**config.mk**
```make
export PLATFORM = sky130hd
export DESIGN_NAME = fsab_req_fifo_flat
export DESIGN_NICKNAME = d
export VERILOG_FILES = /design/src/fsab_pkg.sv /design/src/fsab_queue_if.sv /design/src/fsab_req_fifo.sv /design/src/flat_wrapper.sv
export SDC_FILE = /design/constraint.sdc
export NUM_CORES = 1
export LEC_CHECK = 0
export BUFFER_PORTS_ARGS = -buffer_cell sky130_fd_sc_hd__buf_2
export CAP_MARGIN = 40
export CORE_ASPECT_RATIO = 1.2
export CORE_MARGIN = 2
export CORE_UTILIZATION = 58
export DETAILED_ROUTE_END_ITERATION = 10
export PLACE_DENSITY = 0.84
export SYNTH_ARGS = -nofsm -noshare
export SYNTH_HDL_FRONTEND = slang
export SYNTH_SLANG_ARGS = --single-unit
```
**constraint.sdc**
```tcl
create_clock -name clk -period 2.83 [get_ports clk]
set_clock_uncertainty 0.15 [all_clocks]
set_input_delay 0.283 -clock clk [delete_from_list [all_inputs] [get_ports clk]]
set_output_delay 0.283 -clock clk [all_outputs]
set_load 0.02 [all_outputs]
```
**src/fsab_pkg.sv**
```systemverilog
package fsab_pkg;

	localparam int FSAB_DATA_W          = 64;
	localparam int FSAB_MASK_W          = 8;  // One enable per data byte
	localparam int FSAB_ADDR_W          = 31; // Byte address
	localparam int FSAB_DID_W           = 4;  // Shared by did and subdid
	localparam int FSAB_LEN_W           = 4;
	localparam int FSAB_LEN_MAX         = 8;  // Beats per burst
	localparam int FSAB_INITIAL_CREDITS = 4;

	// Room for every outstanding request at full burst length
	localparam int FSAB_DFIF_DEPTH      = FSAB_INITIAL_CREDITS * FSAB_LEN_MAX;

	localparam int MEM_WORDS            = 1024;

	localparam int FSAB_BYTE_OFS_W      = $clog2(FSAB_MASK_W); // Byte offset within a word
	localparam int MEM_IDX_W            = $clog2(MEM_WORDS);
	localparam int RFIF_IDX_W           = $clog2(FSAB_INITIAL_CREDITS);
	localparam int DFIF_IDX_W           = $clog2(FSAB_DFIF_DEPTH);

	typedef enum logic {
		FSAB_READ  = 1'b0,
		FSAB_WRITE = 1'b1
	} fsab_mode_e;

	// Header as kept in the request queue
	typedef struct packed {
		fsab_mode_e             mode;
		logic [FSAB_DID_W-1:0]  did;
		logic [FSAB_DID_W-1:0]  subdid;
		logic [FSAB_ADDR_W-1:0] addr;
		logic [FSAB_LEN_W-1:0]  len;  // Beats, 1 to FSAB_LEN_MAX
	} fsab_req_t;

	typedef union packed {
		logic [FSAB_DATA_W-1:0]      word;
		logic [FSAB_MASK_W-1:0][7:0] lane; // Lane i matches mask bit i
	} fsab_word_u;

endpackage

```
**src/fsab_queue_if.sv**
```systemverilog
`timescale 1ns/1ps

interface fsab_req_if;
	import fsab_pkg::*;

	fsab_req_t req;   // Head entry, valid the cycle after pop
	logic      empty;
	logic      pop;   // Only while empty is low

	modport fifo (output req, output empty, input pop);
	modport engine (input req, input empty, output pop);

endinterface


```
**src/fsab_req_fifo.sv**
```systemverilog
`timescale 1ns/1ps

module fsab_req_fifo (
	input  logic                             clk,
	input  logic                             rst_b,
	input  logic                             fsabo_valid,
	input  fsab_pkg::fsab_mode_e             fsabo_mode,
	input  logic [fsab_pkg::FSAB_DID_W-1:0]  fsabo_did,
	input  logic [fsab_pkg::FSAB_DID_W-1:0]  fsabo_subdid,
	input  logic [fsab_pkg::FSAB_ADDR_W-1:0] fsabo_addr,
	input  logic [fsab_pkg::FSAB_LEN_W-1:0]  fsabo_len,
	fsab_req_if.fifo                         q
);
	import fsab_pkg::*;

	fsab_req_t             ram [FSAB_INITIAL_CREDITS];
	logic [RFIF_IDX_W:0]   wptr;      // Extra bit tells full from empty
	logic [RFIF_IDX_W:0]   rptr;
	logic [FSAB_LEN_W-1:0] beats_rem; // Write beats of the current burst still to come
	logic                  push;

	// Any beat outside a write burst starts a new request
	assign push = fsabo_valid && (beats_rem == '0);
	assign q.empty = (rptr == wptr);

	always_ff @(posedge clk or negedge rst_b) begin
		if (!rst_b) begin
			beats_rem <= '0;
			wptr <= '0;
			rptr <= '0;
		end else begin
			if (push && (fsabo_mode == FSAB_WRITE) && (fsabo_len != '0))
				beats_rem <= fsabo_len - 1'b1; // Header is the first data beat
			else if (fsabo_valid && (beats_rem != '0))
				beats_rem <= beats_rem - 1'b1;

			if (push)
				wptr <= wptr + 1'b1;
			if (q.pop)
				rptr <= rptr + 1'b1;
		end
	end

	always_ff @(posedge clk) begin
		if (push) begin
			ram[wptr[RFIF_IDX_W-1:0]] <= '{
				mode:   fsabo_mode,
				did:    fsabo_did,
				subdid: fsabo_subdid,
				addr:   fsabo_addr,
				len:    fsabo_len
			};
		end
		if (q.pop)
			q.req <= ram[rptr[RFIF_IDX_W-1:0]];
	end

endmodule

```
**src/flat_wrapper.sv**
```systemverilog
// flat-port wrapper written by rule: the top's interface ports become plain ports
module fsab_req_fifo_flat import fsab_pkg::*;
  (clk, rst_b, fsabo_valid, fsabo_mode, fsabo_did, fsabo_subdid, fsabo_addr, fsabo_len, q_req, q_empty, q_pop);
  fsab_req_if q_i ();
  input  logic clk;
  input  logic rst_b;
  input  logic fsabo_valid;
  input  fsab_pkg::fsab_mode_e fsabo_mode;
  input  logic [fsab_pkg::FSAB_DID_W-1:0] fsabo_did;
  input  logic [fsab_pkg::FSAB_DID_W-1:0] fsabo_subdid;
  input  logic [fsab_pkg::FSAB_ADDR_W-1:0] fsabo_addr;
  input  logic [fsab_pkg::FSAB_LEN_W-1:0] fsabo_len;
  output wire logic [$bits(q_i.req)-1:0] q_req;
  output wire logic [$bits(q_i.empty)-1:0] q_empty;
  input wire logic [$bits(q_i.pop)-1:0] q_pop;
  assign q_req = q_i.req;
  assign q_empty = q_i.empty;
  assign q_i.pop = q_pop;
  fsab_req_fifo u_core (.clk(clk), .rst_b(rst_b), .fsabo_valid(fsabo_valid), .fsabo_mode(fsabo_mode), .fsabo_did(fsabo_did), .fsabo_subdid(fsabo_subdid), .fsabo_addr(fsabo_addr), .fsabo_len(fsabo_len), .q(q_i));
endmodule
```
==> flow_summary_export.csv, run 1 <==
group,metric,value,unit
pwr,power,9.33,mW
synth,yosys_warnings,0,
clocking,cts_tree,"built",
sta,finalSetupViolations,0,
sta,max_slew_margin,0.510,
clocking,cts_setup_buffers,0,
floorplanning,rows,47,
pwr,leakage,3.54,nW
floorplanning,core-area,0.0139,mm2
global_routing,grt_pass1_vias,4267,
routing,drt-total-wl,16300,um
synth,yosysTopAreaCell,"edfxtp_1",
flow_run,drv_cap,0,
worst_setup_path,crit_path_start_kind,"flip-flop",
cells_and_area,layout-drive-gt1-share,0.371,
floorplanning,ios,93,
cells_and_area,final_area,0.0102,mm2
global_routing,antenna_found_initial,1,
worst_setup_path,critical-path-slowest-cell,"and3_2",
pwr,power_density,917,mW/mm2
placed_design,portBuffers,92,
synth,synth.top_cell.area_share,0.798,
clocking,clk_pin_slew,60,ps
pwr,p_clk_frac,0.301,
sta,final.min_clock_period,2250,ps
synth,synth_area,0.00828,mm2
sta,setup_tns,0,ps
routing,num_vias,4042,
synth,avgSynthCellArea,25.1,um2
pwr,pwr-share-comb,0.205,
synth,synth-async-reset-ratio,0.0435,
worst_setup_path,cp_cell_sequence,"nor4_4, and3_2, buf_12",
cells_and_area,final_nets,546,
clocking,htree_num_levels,1,
worst_setup_path,crit_path_max_fanout,29,
synth,synthAdderAreaFrac,0.00906,
global_routing,grt_pass1_wl,24600,um
global_routing,grt_start_max_net_pins,39,
pwr,vdd.ir_drop.worst,0.521,mV
worst_setup_path,cp.arrival,2290,ps
sta,grt_setup_unrepaired,"no",
floorplanning,die_w,113,um
routing,drcViolationCount,8,
worst_setup_path,critPathMaxStageDelay,580,ps
synth,netlist_instances,330,
worst_setup_path,worstPathRequired,2860,ps
placed_design,dp_hpwl,8990,um
pwr,internal-power,6.86,mW
sta,slew_viol_final,0,
clocking,clk_path_buf_depth,3,
pwr,swShare,0.265,
placed_design,routabilityCongestion,0.746,
worst_setup_path,worst_setup_path_end_kind,"flip-flop",
floorplanning,initial_core_util,0.597,
synth,syn_nets,384,
min_path,hold_path_class,"primary input to async pin",
pwr,p_switching,2.47,mW
worst_setup_path,cp-startpoint,"u_core.beats_rem[0]",
routing,drtIter0Drc,285,
routing,ant_nets,0,
synth,ys_ff_latch,230,
worst_setup_path,critPathKind,"flip-flop to flip-flop",
synth,synth-simple-area-share,0.0133,
synth,synth_xor_area_frac,0.00740,
clocking,worstSkewPairLatency,490,ps
synth,synth.area.mux_share,0.122,
worst_setup_path,rrSetupSlack,580,ps
synth,synth_commonest_cells,"edfxtp_1 (220), mux4_2 (44), dfrtp_1 (10)",
synth,synth_most_common_cell,"edfxtp_1",
clocking,post_cts_resize_count,0,
cells_and_area,syn2layout_area_growth,22.8,%
synth,synth_top_family_by_area,"multiplexers",
sta,hold_viol_final,0,
cells_and_area,fillerInstances,765,
status,violations,"design-rule violations",
sta,fin_crit_sh,0.797,
worst_setup_path,regToRegStartpoint,"u_core.beats_rem[0]",
routing,wire_per_inst,24.1,um
routing,drt-pass1-iter-count,8,
clocking,numCtsBuffers,22,
global_routing,grt-ovfl-total,0,
global_routing,grt_use_total,0.219,
synth,synth_compound_area_frac,0.0112,
sta,fmax,0.444,GHz
synth,synthFlopType,"edfxtp_1",
clocking,clock-root-buffer,"clkbuf_16",
floorplanning,die_area,0.0153,mm2
synth,synthTopCellsByArea,"edfxtp_1 (80%), mux4_2 (12%), dfrtp_1 (3.0%)",
synth,yosysUniqueCellTypes,31,
synth,ys_seq_area_frac,0.828,
placed_design,place_area,0.00903,mm2
floorplanning,die_y,135,um
cells_and_area,final_cells,679,
clocking,cts_num_sinks,230,
pwr,pwr-share-seq,0.494,
sta,worstMarginPinSlew,735,ps
placed_design,placedCellCount,594,
status,status,"finished, violations left",
routing,viasPerCell,5.95,
synth,synth-edff-count,220,
-- power by group through the flow --
stage	clock (mW)	sequential, mW	combinational (mW)
3_5_place_dp	0	4.67	1.86
2_1_floorplan	0	4.73	1.18
4_1_cts	2.82	4.61	1.94
5_1_grt	2.97	4.66	2.04
6_report	2.81	4.61	1.91
3_3_place_gp	0	4.64	1.79
-- cell type report --
| type | instances | area, um2 | area share |
|---|---|---|---|
| clock buffers | 34 | 637 | 0.0626 |
| repair buffers | 149 | 1040 | 0.102 |
| flip-flops and latches | 230 | 6860 | 0.675 |
| inverters | 3 | 11.3 | 0.00111 |
| multi-input cells | 86 | 1360 | 0.133 |
| diodes | 1 | 2.50 | 0.000246 |
| clock inverters | 5 | 51.3 | 0.00504 |
| well taps | 171 | 214 | 0.0210 |
-- kinds of logic (layout without fill, tap and decap cells) --
| family | after synthesis | count (layout) |
|---|---|---|
| AOI/OAI and AO/OA | 12 | 12 |
| xor gates and xnor gates | 7 | 7 |
| adders and majority gates | 6 | 6 |
| buffers and inverters | 14 | 191 |
| DFF | 230 | 230 |
| muxes | 46 | 46 |
| other | 0 | 1 |
| and+or+nand+nor | 15 | 15 |
-- timing repair --
| item | CTS | global route |
|---|---|---|
| hold buffers | 45 | 0 |
| setup endpoints to repair | 0 | 0 |
| hold endpoints to repair | 186 | 0 |
-- path summary, 6_finish.rpt --
check                                      endpoint  cells after the start
worst max-delay path              u_core.ram[0][34]                      3
worst min register to register       u_core.rptr[2]                      1
max in group asynchronous            u_core.rptr[0]                      2
worst min-delay path            u_core.beats_rem[1]                      2
worst max register to register    u_core.ram[0][34]                      3
min in group clk                     u_core.wptr[1]                      3
-- cell usage in the layout (no fill, tap or decap), types with 2 or more instances in the layout --
cell type / count
inv_1: 3
mux4_2: 44
and3_2: 4
nor3_1: 2
buf_12: 3
clkbuf_1: 9
dlygate4sd3_1: 45
a211oi_1: 2
buf_2: 92
xor2_1: 5
clkbuf_8: 2
xnor2_1: 2
clkbuf_16: 23
edfxtp_1: 220
clkinv_2: 2
dfrtp_1: 8
ha_1: 6
a31oi_1: 3
buf_4: 9
-- critical path, delay by kind of cell, from the launching register on --
kind                   cells  cell delay [ps]
buffers and inverters      1              280
and+or+nand+nor            2             1050
DFF                        1              460
-- per-stage QoR --
step                       util  hold WS (ps)  setup WS (ps)
after floorplan               -          -163            261
after global placement    0.651          8.65            701
after detailed placement  0.651          10.3            632
after CTS                 0.733          7.58            547
after global routing      0.733          57.9            452
final                     0.733          24.9            576
-- registers in the layout, indices dropped and copies added (netlist names) --
name and count:
u_core.ram 176, u_core.q.req 44, u_core.beats_rem 4, u_core.rptr 3, u_core.wptr 3
-- routing by layer --
layer / vias up / part of all wire / global-route usage
met5: - / 0 / 0
met4: 0 / 0.023 / 0.0799
met3: 32 / 0.056 / 0.0332
met2: 180 / 0.55 / 0.385
met1: 2103 / 0.37 / 0.280
li1: 1727 / - / -
(Power assumes the default switching activity.)
==> run 2: changes to the inputs <==
Settings changed: ABC_AREA from default to 1, CORE_UTILIZATION 58 to 52, PLACE_DENSITY 0.84 to 0.8.
Clock period 2.83 ns to 1.8 ns, I/O delays scaled along.
==> run 2 against run 1 <==
- the flow finishes with violations (negative setup slack)
- sequential power grew 56%
- total power grew 79%
- wire length grew 9.1%
- clock power grew 70%
- combinational power grew 150%
- sequential share of layout area shrank 4.0 points
- core utilization shrank 6.4 points
- first-iteration DRC count grew 71%
- non-clock buffer count grew 17
- critical path depth is the same
- largest power group unchanged
==> flow_summary_export.csv, run 2 <==
group,metric,value,unit
status,status,"finished, violations left",
status,violations,"negative setup slack",
worst_setup_path,crit_path_max_fanout,2,
worst_setup_path,cp-startpoint,"u_core.rptr[0]",
floorplanning,initial_core_util,0.526,
clocking,worstSkewPairLatency,490,ps
worst_setup_path,crit_path_start_kind,"flip-flop",
synth,ys_ff_latch,230,
clocking,numCtsBuffers,22,
worst_setup_path,rrSetupSlack,50,ps
clocking,clk_pin_slew,60,ps
synth,synth-simple-area-share,0.0657,
pwr,power_density,1540,mW/mm2
sta,finalSetupViolations,1,
sta,fin_ws,-52.8,ps
sta,slew_viol_final,0,
floorplanning,core-area,0.0161,mm2
floorplanning,die_area,0.0174,mm2
synth,yosys_warnings,0,
synth,synth_most_common_cell,"edfxtp_1",
routing,drt-total-wl,17800,um
cells_and_area,final_nets,774,
sta,fmax,0.540,GHz
sta,grt_setup_unrepaired,"yes",
clocking,clk_path_buf_depth,3,
synth,synthFlopType,"edfxtp_1",
synth,avgSynthCellArea,15.2,um2
synth,synth_top_family_by_area,"compound AO/OA/AOI/OAI gates",
routing,drcViolationCount,0,
cells_and_area,syn2layout_area_growth,27.2,%
synth,synth.area.mux_share,0,
routing,drt-pass1-iter-count,5,
synth,synth_area,0.00850,mm2
sta,fin_crit_sh,1.03,
worst_setup_path,worstPathRequired,1470,ps
min_path,min-delay-start,"q_pop",
floorplanning,ios,93,
sta,max_slew_margin,0.666,
synth,synth-async-reset-ratio,0.0435,
synth,synth_compound_area_frac,0.0898,
clocking,cts_tree,"built",
routing,viasPerCell,5.50,
floorplanning,die_y,144,um
cells_and_area,layout-drive-gt1-share,0.246,
synth,synth_commonest_cells,"edfxtp_1 (220), nor2_1 (95), o21ai_0 (91)",
routing,ant_nets,0,
sta,worstMarginPinSlew,499,ps
min_path,hold_path_class,"primary input to flip-flop",
synth,synthAdderAreaFrac,0.00883,
placed_design,routabilityCongestion,0.820,
global_routing,grt_start_max_net_pins,49,
floorplanning,die_w,121,um
cells_and_area,final_cell_mix,"edfxtp_1 (220), o21ai_0 (91), buf_2 (91), nor2_1 (89), dlygate4sd3_1 (47)",
global_routing,grt_pass1_vias,5461,
pwr,vdd.ir_drop.worst,1.10,mV
synth,synth.top_cell.area_share,0.777,
synth,ys_seq_area_frac,0.807,
pwr,leakage,3.87,nW
worst_setup_path,cp.arrival,1520,ps
worst_setup_path,critPathKind,"flip-flop to output port",
synth,netlist_instances,558,
worst_setup_path,cp-endpoint,"q_empty",
clocking,htree_num_levels,1,
placed_design,dp_hpwl,10300,um
synth,synthTopCellsByArea,"edfxtp_1 (78%), o21ai_0 (5.4%), nor2_1 (4.2%)",
sta,hold_viol_final,0,
global_routing,antenna_found_initial,1,
floorplanning,rows,51,
global_routing,grt_pass1_wl,27000,um
placed_design,pre_cts_ws,-43.0,ps
routing,wire_per_inst,18.8,um
worst_setup_path,r2r-end,"u_core.ram[0][1]",
synth,yosysTopAreaCell,"edfxtp_1",
synth,synth_xor_area_frac,0.00824,
routing,num_vias,5221,
clocking,cts_num_sinks,230,
clocking,clock-root-buffer,"clkbuf_16",
synth,synth-edff-count,220,
routing,drtIter0Drc,487,
worst_setup_path,regToRegStartpoint,"u_core.beats_rem[0]",
sta,holdWs,47.6,ps
cells_and_area,largest_register_ffs,176,
synth,yosysUniqueCellTypes,25,
global_routing,grt-ovfl-total,0,
placed_design,portBuffers,92,
global_routing,grt_use_total,0.202,
cells_and_area,layout_commonest_cell,"edfxtp_1",
worst_setup_path,r2r_cells,5,
worst_setup_path,worst_setup_path_end_kind,"output port",
sta,final.min_clock_period,1850,ps
flow_run,drv_cap,0,
synth,syn_nets,612,
-- run 2: changes by cell type after synthesis, moves of 6 or more --
cell      before  now
nor2_1         1   95
nand2_2        0    6
nand2_1        1   18
inv_1          3   16
mux4_2        44    0
o21ai_0        1   91
o22ai_1        0   44
clkbuf_1       3   22
-- run 2: layout make-up --
class | instances | area [um2]
Sequential cell | 230 | 6860
Fill cell | 1015 | 5340
Timing Repair Buffer | 166 | 1320
Antenna cell | 1 | 2.50
Multi-Input combinational cell | 283 | 1530
Clock buffer | 26 | 587
Clock inverter | 14 | 178
Tap cell | 212 | 265
Inverter | 17 | 63.8
-- run 2: cell families after synthesis --
kind of cell	after synthesis
simple gates	129
compound gates	140
fa+ha+maj	6
xor+xnor	8
buf+inv	45
flops	230
-- run 2: how the worst min path moves through the flow --
stage / to / slack (ps) / cells past startpoint
after floorplan: u_core.beats_rem[0] / -270 / 0
after global placement: u_core.beats_rem[3] / -100 / 1
after CTS: u_core.q.req[19] / 40 / 2
after detailed placement: u_core.beats_rem[3] / -90 / 1
final: u_core.q.req[15] / 50 / 2
after global routing: u_core.q.req[8] / 50 / 2
-- run 2: report_power, final --
part / internal [mW] / total [mW] / switching [mW]
clock network: 2.91 / 4.78 / 1.87
registers: 6.88 / 7.18 / 0.308
logic: 1.59 / 4.70 / 3.11
total: 11.4 / 16.7 / 5.28
-- run 2: repair_timing --
action,4_1_cts,5_1_grt
buffers inserted,2,1
pin swaps,1,3
gates resized for setup,2,11
hold buffers,47,0
hold endpoints to repair,190,0
setup endpoints to repair,2,26
-- run 2: routing by layer --
metal	track usage	vias to the layer above	share of wire
met5	0	-	0
met4	0.0832	0	0.031
met1	0.224	2601	0.37
li1	-	2398	-
met3	0.0292	42	0.043
met2	0.385	180	0.55
-- run 2: metrics by stage --
step / power [mW] / setup TNS, ps / instance area [um2] / std cells / util
final: 16.7 / -52.8 / 10800 / 949 / 0.669
after global routing: 17.3 / -125 / 10800 / 949 / 0.669
after CTS: 16.6 / -30.6 / 10800 / 947 / 0.666
after detailed placement: 11.7 / -43.0 / 9490 / 858 / 0.588
after global placement: 11.4 / 0 / 9490 / 858 / 0.588
after floorplan: 10.1 / -35560 / 8530 / 558 / -
-- run 2: critical path, stage by stage (launching register included) --
cell and delay, ps:
dfrtp_2 420, xor2_1 170, nor3_2 240, buf_4 190
==> run 3: changes to the inputs <==
Settings changed: CELL_PAD_IN_SITES_DETAIL_PLACEMENT from default to 1, CELL_PAD_IN_SITES_GLOBAL_PLACEMENT from default to 2, CORE_UTILIZATION 52 to 38, PLACE_DENSITY 0.8 to 0.81, SETUP_SLACK_MARGIN from default to 0.3, SKIP_CTS_REPAIR_TIMING from default to 1.
==> run 3 against run 2 <==
- the flow still finishes with violations (negative setup slack)
- register-to-register slack lost 30 ps
- first-iteration DRC count fell by 14%
- via count grew 7.3%
- largest cell class unchanged
- sequential power grew 1%
- highest routed layer unchanged
- total power rose by 17%
- die area rose by 36%
- largest power group unchanged
==> flow_summary_export.csv, run 3 (synthesized netlist as in run 2, its figures left out) <==
group,metric,value,unit
global_routing,grt_use_total,0.159,
worst_setup_path,cp_cell_sequence,"buf_6, xor2_1, nor3_2, buf_4",
sta,finalSetupViolations,1,
worst_setup_path,rrSetupSlack,20,ps
sta,hold_viol_final,0,
clocking,clk_path_buf_depth,3,
placed_design,routabilityCongestion,0.766,
routing,drt-total-wl,25200,um
sta,max_slew_margin,0.597,
global_routing,grt_pass1_vias,5481,
global_routing,grt_pass1_wl,29200,um
floorplanning,die_y,168,um
sta,fin_ws,-122,ps
worst_setup_path,worstPathRequired,1470,ps
pwr,leakage,4.37,nW
sta,setup_tns,-122,ps
routing,num_vias,5604,
clocking,numCtsBuffers,24,
cells_and_area,final_nets,816,
routing,drcViolationCount,0,
cells_and_area,final_cell_mix,"edfxtp_1 (220), buf_2 (90), nor2_1 (88), dlygate4sd3_1 (50), o21ai_0 (39)",
flow_run,drv_cap,0,
worst_setup_path,critPathKind,"flip-flop to output port",
clocking,clock-root-buffer,"clkbuf_16",
status,violations,"negative setup slack",
worst_setup_path,cp.depth,4,
clocking,cts_tree,"built",
worst_setup_path,cp-startpoint,"u_core.rptr[0]",
floorplanning,die_w,141,um
pwr,swShare,0.343,
sta,grt_setup_unrepaired,"yes",
cells_and_area,layout-drive-gt1-share,0.380,
worst_setup_path,cp.arrival,1590,ps
floorplanning,ios,93,
floorplanning,die_area,0.0236,mm2
sta,holdWs,0.848,ps
worst_setup_path,r2r_cells,7,
worst_setup_path,cp.buffers_inverters,2,
global_routing,grt_start_max_net_pins,77,
cells_and_area,syn2layout_area_growth,42.3,%
worst_setup_path,crit_path_start_kind,"flip-flop",
placed_design,placedCellCount,920,
placed_design,dp_hpwl,12000,um
cells_and_area,final_cells,1053,
cells_and_area,final_area,0.0121,mm2
worst_setup_path,worst_setup_path_end_kind,"output port",
routing,drt-pass1-iter-count,5,
min_path,min_path_cells,5,
worst_setup_path,critical-path-slowest-cell,"dfrtp_2",
pwr,p_switching,6.67,mW
routing,wire_per_inst,23.9,um
global_routing,antenna_found_initial,0,
sta,fmax,0.520,GHz
routing,viasPerCell,5.32,
cells_and_area,fillerInstances,2070,
cells_and_area,layout_commonest_cell,"edfxtp_1",
pwr,pwr-share-comb,0.369,
pwr,power_density,1610,mW/mm2
sta,final.min_clock_period,1920,ps
worst_setup_path,critPathMaxStageDelay,420,ps
status,status,"finished, violations left",
placed_design,place_area,0.00955,mm2
pwr,power,19.4,mW
pwr,p_clk_frac,0.258,
cells_and_area,diodes,0,
clocking,htree_num_levels,1,
sta,slew_viol_final,0,
sta,fin_crit_sh,1.07,
worst_setup_path,regToRegStartpoint,"u_core.rptr[1]",
min_path,hold_path_class,"primary input to flip-flop",
clocking,clk_pin_slew,60,ps
placed_design,portBuffers,92,
global_routing,grt-ovfl-total,0,
clocking,cts_num_sinks,230,
worst_setup_path,path_delay_family,"flip-flops",
floorplanning,core-area,0.0219,mm2
floorplanning,rows,59,
pwr,vdd.ir_drop.worst,0.836,mV
worst_setup_path,r2r-end,"u_core.q.req[27]",
clocking,worstSkewPairLatency,530,ps
worst_setup_path,cp-endpoint,"q_empty",
pwr,internal-power,12.8,mW
pwr,pwr-share-seq,0.374,
routing,ant_nets,0,
floorplanning,initial_core_util,0.389,
cells_and_area,largest_register_ffs,176,
worst_setup_path,crit_path_max_fanout,15,
routing,drtIter0Drc,419,
sta,worstMarginPinSlew,602,ps
## run 3: metal layers
layer | track usage | part of all wire | wire length (um)
met5 | 0 | 0 | 0
met4 | 0.0583 | 0.033 | 829
met3 | 0.0293 | 0.050 | 1250
met2 | 0.295 | 0.53 | 13500
met1 | 0.184 | 0.38 | 9660
## run 3: per-stage QoR
| step | setup WS [ps] | utilization |
|---|---|---|
| 5_1_grt | -180 | 0.554 |
| 3_5_place_dp | 33.2 | 0.437 |
| 6_report | -122 | 0.554 |
| 3_3_place_gp | 50.9 | 0.437 |
| 4_1_cts | -220 | 0.473 |
| 2_1_floorplan | -215 | - |
## run 3: final cells by class
cell class	count	area [um2]	area share
Clock inverter	12	145	0.0120
Clock buffer	31	647	0.0535
Inverter	17	72.6	0.00600
Timing Repair Buffer	206	2030	0.168
Sequential cell	230	6860	0.567
Tap cell	274	343	0.0283
Multi-Input combinational cell	283	1990	0.165
## run 3: worst min-delay path, cell delays in order
cell and delay, ps:
buf_2 130, nand2_2 60, nand2_2 80, xnor2_2 110, o21ai_1 60
## run 3: power groups by stage
stage / combinational, mW / sequential (mW) / clock, mW
2_1_floorplan: 2.33 / 7.74 / 0
3_3_place_gp: 4.27 / 7.28 / 0
3_5_place_dp: 4.47 / 7.33 / 0
4_1_cts: 4.48 / 7.23 / 5.02
5_1_grt: 7.59 / 7.34 / 5.24
6_report: 7.17 / 7.27 / 5.01
## run 3: how the worst min path moves through the flow
stage / startpoint / endpoint / slack (ps)
after detailed placement: rst_b / u_core.beats_rem[3] / -70
after global placement: rst_b / u_core.wptr[1] / -80
after floorplan: rst_b / u_core.beats_rem[0] / -270
after CTS: rst_b / u_core.rptr[1] / -630
after global routing: fsabo_len[2] / u_core.beats_rem[2] / 20
final: fsabo_len[2] / u_core.beats_rem[2] / 0.8
